## src/rtl/approxMult_consts.svh

```systemverilog
`ifndef APPROX_MULT_CONSTS_SVH
`define APPROX_MULT_CONSTS_SVH

// Operand and product widths
`define OPERAND_WIDTH 8
`define PRODUCT_WIDTH 16

// Register stages between operand and product
`define PIPE_DEPTH 2

// Bit of partial product b[i] & a[j] in the flat matrix, weight i + j
`define PP_IDX(i, j) ((i) * `OPERAND_WIDTH + (j))

// Slot of mirrored pair (i, j) with i > j, packed row by row
`define PAIR_IDX(i, j) ((i) * ((i) - 1) / 2 + (j))

`endif

```

## src/rtl/approxMultPkg.sv

```systemverilog
`include "approxMult_consts.svh"

////////////////////////////////////////////////////////////////////
// Datapath vector types
////////////////////////////////////////////////////////////////////

package approxMultPkg;

    // One multiplicand or multiplier
    typedef logic [`OPERAND_WIDTH-1:0] operandT;

    // Full product, also each final row into the adder
    typedef logic [`PRODUCT_WIDTH-1:0] productT;

    // Partial products of one multiplier bit
    typedef logic [`OPERAND_WIDTH-1:0] ppRowT;

    // All eight rows, row i at bits [8i+7:8i]
    typedef logic [`OPERAND_WIDTH*`OPERAND_WIDTH-1:0] ppMatrixT;

    // One slot per mirrored pair i > j
    typedef logic [`OPERAND_WIDTH*(`OPERAND_WIDTH-1)/2-1:0] pairVecT;

endpackage

```

## src/rtl/approxMultiplier.sv

```systemverilog
`include "approxMult_consts.svh"

////////////////////////////////////////////////////////////////////
// Approximate 8x8 multiplier, two-stage valid/ready pipeline
////////////////////////////////////////////////////////////////////

module approxMultiplier (
    input  logic                   clk,
    input  logic                   reset,
    input  logic                   inVal,
    output logic                   inRdy,
    input  approxMultPkg::operandT a,
    input  approxMultPkg::operandT b,
    output logic                   outVal,
    input  logic                   outRdy,
    output approxMultPkg::productT product
);

    // Partial products and pairs
    approxMultPkg::ppMatrixT ppMatrix;
    approxMultPkg::operandT  diag;
    approxMultPkg::pairVecT  pairProp;
    approxMultPkg::pairVecT  pairGen;

    // Row segments from both compressors
    approxMultPkg::ppRowT lowRowK, lowRowJ;
    approxMultPkg::ppRowT highRowK, highRowJ;
    logic [1:0]           carryIntoHigh;
    approxMultPkg::productT rowK, rowJ;

    // Stage one holds the rows
    logic                   s1Val;
    approxMultPkg::productT s1RowK, s1RowJ;
    approxMultPkg::productT sumRows;

    logic s2Free;
    logic inXfer;
    logic outXfer;

    // Operations between input and output handshake
    logic [1:0] inFlight;

    partialProductArray u_partialProductArray (
        .a        (a),
        .b        (b),
        .diag     (diag),
        .pairProp (pairProp),
        .pairGen  (pairGen),
        .ppMatrix (ppMatrix)
    );

    lowColumnCompressor u_lowColumnCompressor (
        .ppMatrix      (ppMatrix),
        .diag          (diag),
        .pairProp      (pairProp),
        .pairGen       (pairGen),
        .lowRowK       (lowRowK),
        .lowRowJ       (lowRowJ),
        .carryIntoHigh (carryIntoHigh)
    );

    highColumnCompressor u_highColumnCompressor (
        .ppMatrix      (ppMatrix),
        .diag          (diag),
        .pairProp      (pairProp),
        .pairGen       (pairGen),
        .carryIntoHigh (carryIntoHigh),
        .highRowK      (highRowK),
        .highRowJ      (highRowJ)
    );

    assign rowK = {highRowK, lowRowK};
    assign rowJ = {highRowJ, lowRowJ};

    // Adds the registered rows
    koggeStoneAdder u_koggeStoneAdder (
        .opA (s1RowK),
        .opB (s1RowJ),
        .sum (sumRows)
    );

    ////////////////////////////////////////////////////////////////////
    // Pipeline control
    ////////////////////////////////////////////////////////////////////

    // A stage loads when empty or when it drains on the same edge
    assign s2Free  = ~outVal | outRdy;
    assign inRdy   = ~s1Val | s2Free;
    assign inXfer  = inVal & inRdy;
    assign outXfer = outVal & outRdy;

    always_ff @(posedge clk) begin
        if (reset) begin
            s1Val  <= 1'b0;
            outVal <= 1'b0;
        end else begin
            if (inRdy) begin
                s1Val <= inVal;
            end
            if (s2Free) begin
                outVal <= s1Val;
            end
        end
    end

    // Payload registers
    always_ff @(posedge clk) begin
        if (inXfer) begin
            s1RowK <= rowK;
            s1RowJ <= rowJ;
        end
        if (s1Val && s2Free) begin
            product <= sumRows;
        end
    end

    always_ff @(posedge clk) begin
        if (reset) begin
            inFlight <= '0;
        end else begin
            inFlight <= inFlight + 2'(inXfer) - 2'(outXfer);
        end
    end

    // Output low right after reset
    assertResetOut: assert property (@(posedge clk) reset |=> !outVal);

    // Stalled result stays put
    assertStallStable: assert property (@(posedge clk) disable iff (reset)
        outVal && !outRdy |=> outVal && $stable(product));

    // Both slots taken by earlier handshakes and no drain, so no new input
    assertFullBlocks: assert property (@(posedge clk) disable iff (reset)
        (inFlight == `PIPE_DEPTH) && !outRdy |-> !inRdy);

endmodule

```

## src/rtl/highColumnCompressor.sv

```systemverilog
`include "approxMult_consts.svh"

////////////////////////////////////////////////////////////////////
// Exact reduction of columns 8 to 15
////////////////////////////////////////////////////////////////////

module highColumnCompressor (
    input  approxMultPkg::ppMatrixT ppMatrix,
    input  approxMultPkg::operandT  diag,
    input  approxMultPkg::pairVecT  pairProp,
    input  approxMultPkg::pairVecT  pairGen,
    input  logic [1:0]              carryIntoHigh,
    output approxMultPkg::ppRowT    highRowK,
    output approxMultPkg::ppRowT    highRowJ
);

    // Exact cells, all return {carry, sum}
    function automatic logic [1:0] halfAdd(input logic x, input logic y);
        halfAdd = {x & y, x ^ y};
    endfunction

    function automatic logic [1:0] fullAdd(input logic x, input logic y, input logic z);
        fullAdd = {(x & y) | (z & (x ^ y)), x ^ y ^ z};
    endfunction

    // 4:2 compressor from two full adders, returns {cout, carry, sum}
    function automatic logic [2:0] compress42(input logic x1, input logic x2, input logic x3,
                                              input logic x4, input logic cin);
        logic [1:0] first;
        logic [1:0] second;
        first      = fullAdd(x1, x2, x3);
        second     = fullAdd(first[0], x4, cin);
        compress42 = {first[1], second};
    endfunction

    // Propagate and generate column sums
    logic s8, s9, s10, s11, s12;
    logic g8, g9, g10, g11;

    // Compressor carries, one column up
    logic co8;
    logic [9:1] ce;

    // Resolved carries and the chain between them
    logic c8, c9, c10, c11, c12;
    logic [6:1] cer;

    logic [14:8] rowX;
    logic [14:9] rowY;

    ////////////////////////////////////////////////////////////////////
    // Column compression
    ////////////////////////////////////////////////////////////////////

    assign {co8, ce[1], s8} = compress42(pairProp[`PAIR_IDX(7, 1)], pairProp[`PAIR_IDX(6, 2)],
                                         pairProp[`PAIR_IDX(5, 3)], diag[4], 1'b0);
    assign {ce[2], g8} = fullAdd(pairGen[`PAIR_IDX(7, 1)], pairGen[`PAIR_IDX(6, 2)],
                                 pairGen[`PAIR_IDX(5, 3)]);
    assign {ce[3], s9} = fullAdd(pairProp[`PAIR_IDX(7, 2)], pairProp[`PAIR_IDX(6, 3)],
                                 pairProp[`PAIR_IDX(5, 4)]);
    assign {ce[4], g9} = fullAdd(pairGen[`PAIR_IDX(7, 2)], pairGen[`PAIR_IDX(6, 3)],
                                 pairGen[`PAIR_IDX(5, 4)]);
    assign {ce[5], s10} = fullAdd(pairProp[`PAIR_IDX(7, 3)], pairProp[`PAIR_IDX(6, 4)], diag[5]);
    assign {ce[6], g10} = halfAdd(pairGen[`PAIR_IDX(7, 3)], pairGen[`PAIR_IDX(6, 4)]);
    assign {ce[7], s11} = halfAdd(pairProp[`PAIR_IDX(7, 4)], pairProp[`PAIR_IDX(6, 5)]);
    assign {ce[8], g11} = halfAdd(pairGen[`PAIR_IDX(7, 4)], pairGen[`PAIR_IDX(6, 5)]);

    // Column 12 pair kept raw, its carry joins the chain at column 13
    assign {ce[9], s12} = halfAdd(ppMatrix[`PP_IDX(7, 5)], ppMatrix[`PP_IDX(5, 7)]);

    // Carry chain, one resolved carry per column
    assign {cer[1], c8}  = fullAdd(ce[1], ce[2], co8);
    assign {cer[2], c9}  = fullAdd(ce[3], ce[4], cer[1]);
    assign {cer[3], c10} = fullAdd(ce[5], ce[6], cer[2]);
    assign {cer[4], c11} = fullAdd(ce[7], ce[8], cer[3]);
    assign {cer[5], c12} = halfAdd(ce[9], cer[4]);

    ////////////////////////////////////////////////////////////////////
    // Row merge
    ////////////////////////////////////////////////////////////////////

    // PAC carry from column 7 enters here
    assign {rowY[9], rowX[8]}   = fullAdd(s8, g8, carryIntoHigh[0]);
    assign {rowY[10], rowX[9]}  = fullAdd(s9, g9, c8);
    assign {rowY[11], rowX[10]} = fullAdd(s10, g10, c9);
    assign {rowY[12], rowX[11]} = fullAdd(s11, g11, c10);
    assign {rowY[13], rowX[12]} = fullAdd(s12, c11, diag[6]);
    assign {rowY[14], rowX[13]} = fullAdd(ppMatrix[`PP_IDX(7, 6)], ppMatrix[`PP_IDX(6, 7)], c12);
    assign {cer[6], rowX[14]}   = halfAdd(diag[7], cer[5]);

    // Row-merge carry from column 7 sits in J at column 8
    assign highRowK = {cer[6], rowX[14:8]};
    assign highRowJ = {1'b0, rowY[14:9], carryIntoHigh[1]};

endmodule

```

## src/rtl/koggeStoneAdder.sv

```systemverilog
`include "approxMult_consts.svh"

////////////////////////////////////////////////////////////////////
// 16-bit Kogge-Stone prefix adder
////////////////////////////////////////////////////////////////////

module koggeStoneAdder (
    input  approxMultPkg::productT opA,
    input  approxMultPkg::productT opB,
    output approxMultPkg::productT sum
);

    // Four levels for span 1, 2, 4, 8
    localparam int Levels = 4;

    // Group generate per level, level 0 is bitwise
    logic [Levels:0][`PRODUCT_WIDTH-1:0]   gLvl;
    // Group propagate, last level needs none
    logic [Levels-1:0][`PRODUCT_WIDTH-1:0] pLvl;

    assign gLvl[0] = opA & opB;
    assign pLvl[0] = opA ^ opB;

    for (genvar lvl = 0; lvl < Levels; lvl++) begin : genLevel
        localparam int Span = 1 << lvl;

        for (genvar i = 0; i < `PRODUCT_WIDTH; i++) begin : genBit
            if (i < Span) begin : genPass
                // Group already reaches bit 0
                assign gLvl[lvl+1][i] = gLvl[lvl][i];
                if (lvl < Levels - 1) begin : genPassP
                    assign pLvl[lvl+1][i] = pLvl[lvl][i];
                end
            end else if (i < 2 * Span || lvl == Levels - 1) begin : genGrey
                // Grey cell, lower group is complete
                assign gLvl[lvl+1][i] = gLvl[lvl][i] | (pLvl[lvl][i] & gLvl[lvl][i-Span]);
                if (lvl < Levels - 1) begin : genGreyP
                    assign pLvl[lvl+1][i] = pLvl[lvl][i] & pLvl[lvl][i-Span];
                end
            end else begin : genBlack
                // Black cell, generate and propagate both combined
                assign gLvl[lvl+1][i] = gLvl[lvl][i] | (pLvl[lvl][i] & gLvl[lvl][i-Span]);
                assign pLvl[lvl+1][i] = pLvl[lvl][i] & pLvl[lvl][i-Span];
            end
        end
    end

    // Carry into bit i is the group generate of bits i-1 down to 0
    // Top group generate is the carry out, dropped
    assign sum = pLvl[0] ^ {gLvl[Levels][`PRODUCT_WIDTH-2:0], 1'b0};

endmodule

```

## src/rtl/lowColumnCompressor.sv

```systemverilog
`include "approxMult_consts.svh"

////////////////////////////////////////////////////////////////////
// Approximate reduction of columns 0 to 7
////////////////////////////////////////////////////////////////////

module lowColumnCompressor (
    input  approxMultPkg::ppMatrixT ppMatrix,
    input  approxMultPkg::operandT  diag,
    input  approxMultPkg::pairVecT  pairProp,
    input  approxMultPkg::pairVecT  pairGen,
    output approxMultPkg::ppRowT    lowRowK,
    output approxMultPkg::ppRowT    lowRowJ,
    output logic [1:0]              carryIntoHigh
);

    // OR half adder, returns {carry, sum}
    function automatic logic [1:0] approxHalf(input logic x, input logic y);
        approxHalf = {x & y, x | y};
    endfunction

    // First two inputs ORed before the carry stage
    function automatic logic [1:0] approxFull(input logic x, input logic y, input logic cin);
        logic w;
        w = x | y;
        approxFull = {w & cin, w ^ cin};
    endfunction

    // Four-input PAC cell, carry from the two AND pairs only
    function automatic logic [1:0] pacCell(input logic x1, input logic x2,
                                           input logic x3, input logic x4);
        logic c12;
        logic c34;
        c12 = x1 & x2;
        c34 = x3 & x4;
        pacCell = {c12 | c34, (x1 ^ x2) | (x3 ^ x4) | (c12 & c34)};
    endfunction

    // Column-stage sums and carries, carry has next column weight
    logic sum2, carry2;
    logic sum4, carry4;
    logic sum5, carry5;
    logic sum6, carry6;
    logic sum7, carry7;

    // Generates merged by OR per column
    logic [7:3] genMerge;

    // Row-merge outputs, X at column weight and Y one column up
    logic [7:3] rowX;
    logic [8:4] rowY;

    ////////////////////////////////////////////////////////////////////
    // Column compression
    ////////////////////////////////////////////////////////////////////

    // Column 2, raw b2a0 and b0a2
    assign {carry2, sum2} = approxHalf(ppMatrix[`PP_IDX(2, 0)], ppMatrix[`PP_IDX(0, 2)]);

    // Column 4
    assign {carry4, sum4} = approxHalf(pairProp[`PAIR_IDX(4, 0)], pairProp[`PAIR_IDX(3, 1)]);

    // Column 5
    assign {carry5, sum5} = approxFull(pairProp[`PAIR_IDX(5, 0)], pairProp[`PAIR_IDX(4, 1)],
                                       pairProp[`PAIR_IDX(3, 2)]);

    // Column 6, diagonal b3a3 fills the fourth PAC input
    assign {carry6, sum6} = pacCell(pairProp[`PAIR_IDX(6, 0)], pairProp[`PAIR_IDX(5, 1)],
                                    pairProp[`PAIR_IDX(4, 2)], diag[3]);

    // Column 7, its PAC carry lands in column 8
    assign {carry7, sum7} = pacCell(pairProp[`PAIR_IDX(7, 0)], pairProp[`PAIR_IDX(6, 1)],
                                    pairProp[`PAIR_IDX(5, 2)], pairProp[`PAIR_IDX(4, 3)]);

    assign genMerge[3] = pairGen[`PAIR_IDX(3, 0)] | pairGen[`PAIR_IDX(2, 1)];
    assign genMerge[4] = pairGen[`PAIR_IDX(4, 0)] | pairGen[`PAIR_IDX(3, 1)];
    assign genMerge[5] = pairGen[`PAIR_IDX(5, 0)] | pairGen[`PAIR_IDX(4, 1)]
                       | pairGen[`PAIR_IDX(3, 2)];
    assign genMerge[6] = pairGen[`PAIR_IDX(6, 0)] | pairGen[`PAIR_IDX(5, 1)]
                       | pairGen[`PAIR_IDX(4, 2)];
    assign genMerge[7] = pairGen[`PAIR_IDX(7, 0)] | pairGen[`PAIR_IDX(6, 1)]
                       | pairGen[`PAIR_IDX(5, 2)] | pairGen[`PAIR_IDX(4, 3)];

    ////////////////////////////////////////////////////////////////////
    // Fold each column into two rows
    ////////////////////////////////////////////////////////////////////

    assign {rowY[4], rowX[3]} = approxFull(pairProp[`PAIR_IDX(3, 0)], pairProp[`PAIR_IDX(2, 1)],
                                           genMerge[3]);
    assign {rowY[5], rowX[4]} = approxFull(sum4, diag[2], genMerge[4]);
    assign {rowY[6], rowX[5]} = approxFull(sum5, genMerge[5], carry4);
    assign {rowY[7], rowX[6]} = approxFull(sum6, genMerge[6], carry5);
    assign {rowY[8], rowX[7]} = approxFull(sum7, genMerge[7], carry6);

    // Columns 0 to 2 pass straight into the rows
    assign lowRowK = {rowX[7:3], sum2, ppMatrix[`PP_IDX(1, 0)], diag[0]};
    assign lowRowJ = {rowY[7:4], carry2, diag[1], ppMatrix[`PP_IDX(0, 1)], 1'b0};

    // Both at column-8 weight
    assign carryIntoHigh = {rowY[8], carry7};

endmodule

```

## src/rtl/partialProductArray.sv

```systemverilog
`include "approxMult_consts.svh"

////////////////////////////////////////////////////////////////////
// Partial products and mirrored pair reduction
////////////////////////////////////////////////////////////////////

module partialProductArray (
    input  approxMultPkg::operandT  a,
    input  approxMultPkg::operandT  b,
    output approxMultPkg::operandT  diag,
    output approxMultPkg::pairVecT  pairProp,
    output approxMultPkg::pairVecT  pairGen,
    output approxMultPkg::ppMatrixT ppMatrix
);

    // Row i is the multiplicand gated by multiplier bit i
    for (genvar i = 0; i < `OPERAND_WIDTH; i++) begin : genRow
        approxMultPkg::ppRowT rowBits;

        assign rowBits = a & {`OPERAND_WIDTH{b[i]}};
        assign ppMatrix[i*`OPERAND_WIDTH +: `OPERAND_WIDTH] = rowBits;

        // Square terms b[i] & a[i], no mirror partner
        assign diag[i] = rowBits[i];
    end

    ////////////////////////////////////////////////////////////////////
    // Pair (i, j) and (j, i) share column i + j
    ////////////////////////////////////////////////////////////////////

    for (genvar i = 1; i < `OPERAND_WIDTH; i++) begin : genPairRow
        for (genvar j = 0; j < i; j++) begin : genPairCol
            logic ppUpper;
            logic ppLower;

            assign ppUpper = ppMatrix[`PP_IDX(i, j)];
            assign ppLower = ppMatrix[`PP_IDX(j, i)];

            // OR plus AND equals the pair's arithmetic sum
            assign pairProp[`PAIR_IDX(i, j)] = ppUpper | ppLower;
            assign pairGen[`PAIR_IDX(i, j)]  = ppUpper & ppLower;
        end
    end

    // Swapping a and b only swaps ppUpper and ppLower
    // so every pair slot is symmetric in the operands

endmodule

```

## config.mk

```make
export PLATFORM = sky130hd
export DESIGN_NAME = approxMultiplier
export DESIGN_NICKNAME = d
export VERILOG_FILES = /design/src/rtl/approxMultPkg.sv /design/src/rtl/approxMultiplier.sv /design/src/rtl/highColumnCompressor.sv /design/src/rtl/koggeStoneAdder.sv /design/src/rtl/lowColumnCompressor.sv /design/src/rtl/partialProductArray.sv
export VERILOG_INCLUDE_DIRS = /design/src /design/src/rtl
export SDC_FILE = /design/constraint.sdc
export NUM_CORES = 1
export LEC_CHECK = 0
export BUFFER_PORTS_ARGS = -buffer_cell sky130_fd_sc_hd__buf_2
export CORE_UTILIZATION = 55
export CTS_CLUSTER_DIAMETER = 150
export CTS_CLUSTER_SIZE = 24
export DETAILED_ROUTE_END_ITERATION = 10
export MAX_ROUTING_LAYER = met4
export PLACE_DENSITY = 0.83
export RECOVER_POWER = 50
export SETUP_SLACK_MARGIN = 0.02
export SLEW_MARGIN = 5
export SYNTH_ARGS = -nofsm -noshare
export SYNTH_HDL_FRONTEND = slang
export SYNTH_HIERARCHICAL = 1
export SYNTH_SLANG_ARGS = --single-unit
```

## constraint.sdc

```tcl
create_clock -name clk -period 9 [get_ports clk]
set_input_delay 0 -clock clk [delete_from_list [all_inputs] [get_ports clk]]
set_output_delay 0 -clock clk [all_outputs]
set_load 0.05 [all_outputs]
```

==> impl_results.html <==
<table>
<tr><th>Metric</th><th>Value</th></tr>
<tr><th colspan="2">Synthesis</th></tr>
<tr><td>Syn Nets</td><td>420</td></tr>
<tr><td>Cells after Synth</td><td>352</td></tr>
<tr><td>Yosys warnings</td><td>6</td></tr>
<tr><td>Post-Synthesis Cell Area</td><td>3890 um^2</td></tr>
<tr><td>Mean instance size in the synthesized netlist</td><td>11.1 um^2</td></tr>
<tr><th colspan="2">Setup path</th></tr>
<tr><td>Data arrival time at the worst-slack endpoint</td><td>3.45 ns</td></tr>
<tr><td>CP startpoint</td><td>b[1]</td></tr>
<tr><td>Critical path cell sequence</td><td>clkbuf_1 -&gt; a22o_1 -&gt; inv_1 -&gt; fa_1 -&gt; inv_1 -&gt; ha_1 -&gt; inv_1 -&gt; fa_1 -&gt; fa_1 -&gt; inv_1 -&gt; fa_1 -&gt; inv_1 -&gt; fa_1 -&gt; inv_1 -&gt; ha_1 -&gt; inv_1 -&gt; fa_1 -&gt; inv_1</td></tr>
<tr><td>Stages on the worst setup path</td><td>18</td></tr>
<tr><td>Highest net fanout along the worst path</td><td>14</td></tr>
<tr><td>Kind of critical path</td><td>in2reg</td></tr>
<tr><td>Nature of the critical path startpoint</td><td>input port</td></tr>
<tr><td>Slowest cell delay on critical path</td><td>~0.47 ns</td></tr>
<tr><td>Buffers &amp; Inverters on Critical Path</td><td>9</td></tr>
<tr><td>Crit path top cell by count</td><td>inv_1</td></tr>
<tr><td>Worst Path Required</td><td>between 9 and 10 ns</td></tr>
<tr><td>Cell with the largest stage delay on the worst path</td><td>fa_1</td></tr>
<tr><td>Delay-heaviest family, CP</td><td>adder cells</td></tr>
<tr><td>CP endpoint kind</td><td>register</td></tr>
<tr><td>Crit Reg-Reg Startpoint</td><td>s1Val</td></tr>
<tr><td>Logic depth of the worst register-to-register path</td><td>2</td></tr>
<tr><th colspan="2">STA</th></tr>
<tr><td>Setup violators final</td><td>0</td></tr>
<tr><td>Clock period minus worst slack</td><td>3.37 ns</td></tr>
<tr><td>Max Fclk</td><td>297 MHz</td></tr>
<tr><td>Hold slack</td><td>around 0.17 ns</td></tr>
<tr><td>Setup TNS Final</td><td>0 ns</td></tr>
<tr><td>Final period util</td><td>0.374</td></tr>
<tr><td>Final Max Slew Viols</td><td>33</td></tr>
<tr><td>Actual slew at the worst max-slew pin</td><td>1.93 ns</td></tr>
<tr><td>Tightest slew margin relative to the limit</td><td>-0.289</td></tr>
<tr><td>Setup repair after global routing missed its margin</td><td>false</td></tr>
<tr><td>Hold violation total from the final report</td><td>0</td></tr>
<tr><td>Layout Skew</td><td>0.00816 ns</td></tr>
<tr><th colspan="2">Placed design</th></tr>
<tr><td>DP Area</td><td>3890 um^2</td></tr>
<tr><td>DPL Wire Length</td><td>4780 um</td></tr>
<tr><td>Final RePlAce weighted congestion</td><td>0.841</td></tr>
<tr><td>Input/output buffers</td><td>37</td></tr>
<tr><th colspan="2">Worst hold path</th></tr>
<tr><td>Type of the most critical hold path</td><td>in2reg</td></tr>
<tr><td>Depth of the worst hold-timing path</td><td>2</td></tr>
<tr><td>Hold wc startpoint</td><td>a[0]</td></tr>
<tr><th colspan="2">CTS</th></tr>
<tr><td>Post-CTS Setup Inserts</td><td>0</td></tr>
<tr><td>Sink count of the clock tree</td><td>50</td></tr>
<tr><td>Maximum buffer depth of the clock tree</td><td>2</td></tr>
<tr><td>CTS H-tree depth</td><td>2</td></tr>
<tr><td>Root Buffer Master</td><td>clkbuf_8</td></tr>
<tr><td>Total CTS buffers</td><td>5</td></tr>
<tr><td>Clock slew seen by the registers of the worst setup and hold paths</td><td>0.09 ns</td></tr>
<tr><td>Latest clock arrival within the worst-skew pair</td><td>0.30 ns</td></tr>
<tr><td>TritonCTS clock tree</td><td>built</td></tr>
<tr><td>Count of cells resized by post-cts repair</td><td>0</td></tr>
<tr><th colspan="2">Finish</th></tr>
<tr><td>Final Net Count</td><td>423</td></tr>
<tr><td>Register Area</td><td>1480 um^2</td></tr>
<tr><td>Design Area, Final</td><td>about 4000 um^2</td></tr>
<tr><td>Area growth, synth to finish</td><td>2.60%</td></tr>
<tr><td>Filler cell count</td><td>594</td></tr>
<tr><td>Area occupied by multi-input gates</td><td>1930 um^2</td></tr>
<tr><td>Share of cells above drive strength 1</td><td>0.121</td></tr>
<tr><td>Antenna cell count</td><td>0</td></tr>
<tr><th colspan="2">Floorplanning</th></tr>
<tr><td>Core Footprint</td><td>6830 um^2</td></tr>
<tr><td>Die area</td><td>7410 um^2</td></tr>
<tr><td>DIE HEIGHT</td><td>86.1 um</td></tr>
<tr><td>Horiz. Die Dim</td><td>86.1 um</td></tr>
<tr><td>I/O pin count</td><td>38</td></tr>
<tr><td>Number of placement rows</td><td>30</td></tr>
<tr><td>Initial Util</td><td>0.570</td></tr>
<tr><th colspan="2">GRT</th></tr>
<tr><td>Number of antenna violations at the first check in global routing</td><td>0</td></tr>
<tr><td>Wire length of the first global-routing pass</td><td>10,700 um</td></tr>
<tr><td>Met1 capacity usage during global routing</td><td>0.249</td></tr>
<tr><td>Layer with the highest usage</td><td>met2</td></tr>
<tr><td>Largest net degree at the start of global routing</td><td>33</td></tr>
<tr><td>Gr usage total</td><td>0.186</td></tr>
<tr><td>Number of global-route vias before repair</td><td>roughly 2,300</td></tr>
<tr><td>Total grt overflow</td><td>0</td></tr>
<tr><td>GRT met2 Usage</td><td>0.295</td></tr>
<tr><td>Global-route track usage on met3</td><td>0.0269</td></tr>
<tr><th colspan="2">Outcome</th></tr>
<tr><td>Outcome</td><td>finished, violations left</td></tr>
<tr><td>Violated checks</td><td>max-capacitance violations, max-slew violations</td></tr>
<tr><th colspan="2">Power</th></tr>
<tr><td>Highest ir drop seen on vdd</td><td>0.0000910 V</td></tr>
<tr><td>Leakage power total</td><td>approximately 1.7 nW</td></tr>
<tr><td>Cell Pwr Density</td><td>176 nW/um^2</td></tr>
<tr><td>Total Power Consumption</td><td>~0.0007 W</td></tr>
<tr><th colspan="2">Drt</th></tr>
<tr><td>Drt first pass iters</td><td>4</td></tr>
<tr><td>Residual DRC</td><td>0</td></tr>
<tr><td>Final routed wirelength across all metal layers</td><td>6410 um</td></tr>
<tr><td>Number of nets with antenna violations after routing</td><td>0</td></tr>
<tr><td>Via-per-instance ratio</td><td>~5.6</td></tr>
<tr><td>Initial DRC Count</td><td>90</td></tr>
<tr><td>Routed len/inst</td><td>14.2 um</td></tr>
<tr><td>Total via count in the routed design</td><td>2,509</td></tr>
<tr><th colspan="2">Flow run</th></tr>
<tr><td>Number of maximum-capacitance violations</td><td>1</td></tr>
</table>
[flip-flops by register name, indices dropped and copies added, names as in the netlist]
signal,count
product,16
s1RowK,16
s1RowJ,16
outVal,1
s1Val,1
[timing repair]
action / 4_1_cts / 5_1_grt
setup endpoints to repair: 0 / 0
hold buffers: 3 / 0
endpoints found under the hold margin: 2 / 0
[worst paths after layout]
path / to / slack, ns
max: s1RowK[13] / 5.63
max reg2reg: s1RowJ[8] / 6.70
min reg2reg: outVal / 0.48
min: s1RowK[0] / 0.17
[layout by cell type, fill, tap and decap left out, types with 6 or more instances in the layout]
master and instances:
a22o_1 23, inv_1 42, a21oi_1 12, nand2_1 12, clkbuf_1 21, xnor2_1 9, and4_1 24, or2_2 7
fa_1 16, edfxtp_1 48, buf_2 17, nand3_1 6, ha_1 32, and2_1 13
[layout make-up]
class,instances,share of cell area
Multi-Input combinational cell,216,0.484
Sequential cell,50,0.371
Timing Repair Buffer,40,0.0476
Inverter,42,0.0395
Tap cell,96,0.0301
Clock buffer,6,0.0182
Clock inverter,2,0.00940
[power breakdown]
part | leakage [nW] | switching (W) | internal [W]
Combinational | 1.17 | 0.000156 | 0.0000892
Sequential | 0.486 | 0.00000799 | 0.000298
Clock | 0.0514 | 0.0000708 | 0.0000829
Total | 1.71 | 0.000234 | 0.000470
[routing by layer]
| layer | routed length, um | up-vias |
|---|---|---|
| li1 | - | 1238 |
| met1 | 3070 | 1185 |
| met2 | 3030 | 76 |
| met3 | 239 | 10 |
| met4 | 76 | 0 |
| met5 | 0 | - |
[stage by stage]
| stage | cells | utilization | setup WS [ns] |
|---|---|---|---|
| 3_5_place_dp | 441 | 0.569 | 5.45 |
| 5_1_grt | 452 | 0.584 | 5.43 |
| 3_3_place_gp | 441 | 0.569 | 5.51 |
| 2_1_floorplan | 352 | - | 5.65 |
| 4_1_cts | 452 | 0.590 | 5.78 |
| 6_report | 452 | 0.584 | 5.63 |
[worst register-to-register path, delay by kind of cell, from the launching register on]
| kind | cells | cell delay [ns] |
|---|---|---|
| flops | 1 | 0.34 |
| simple gates | 2 | 1.56 |
Note: power is estimated with default switching activity, not from simulation.
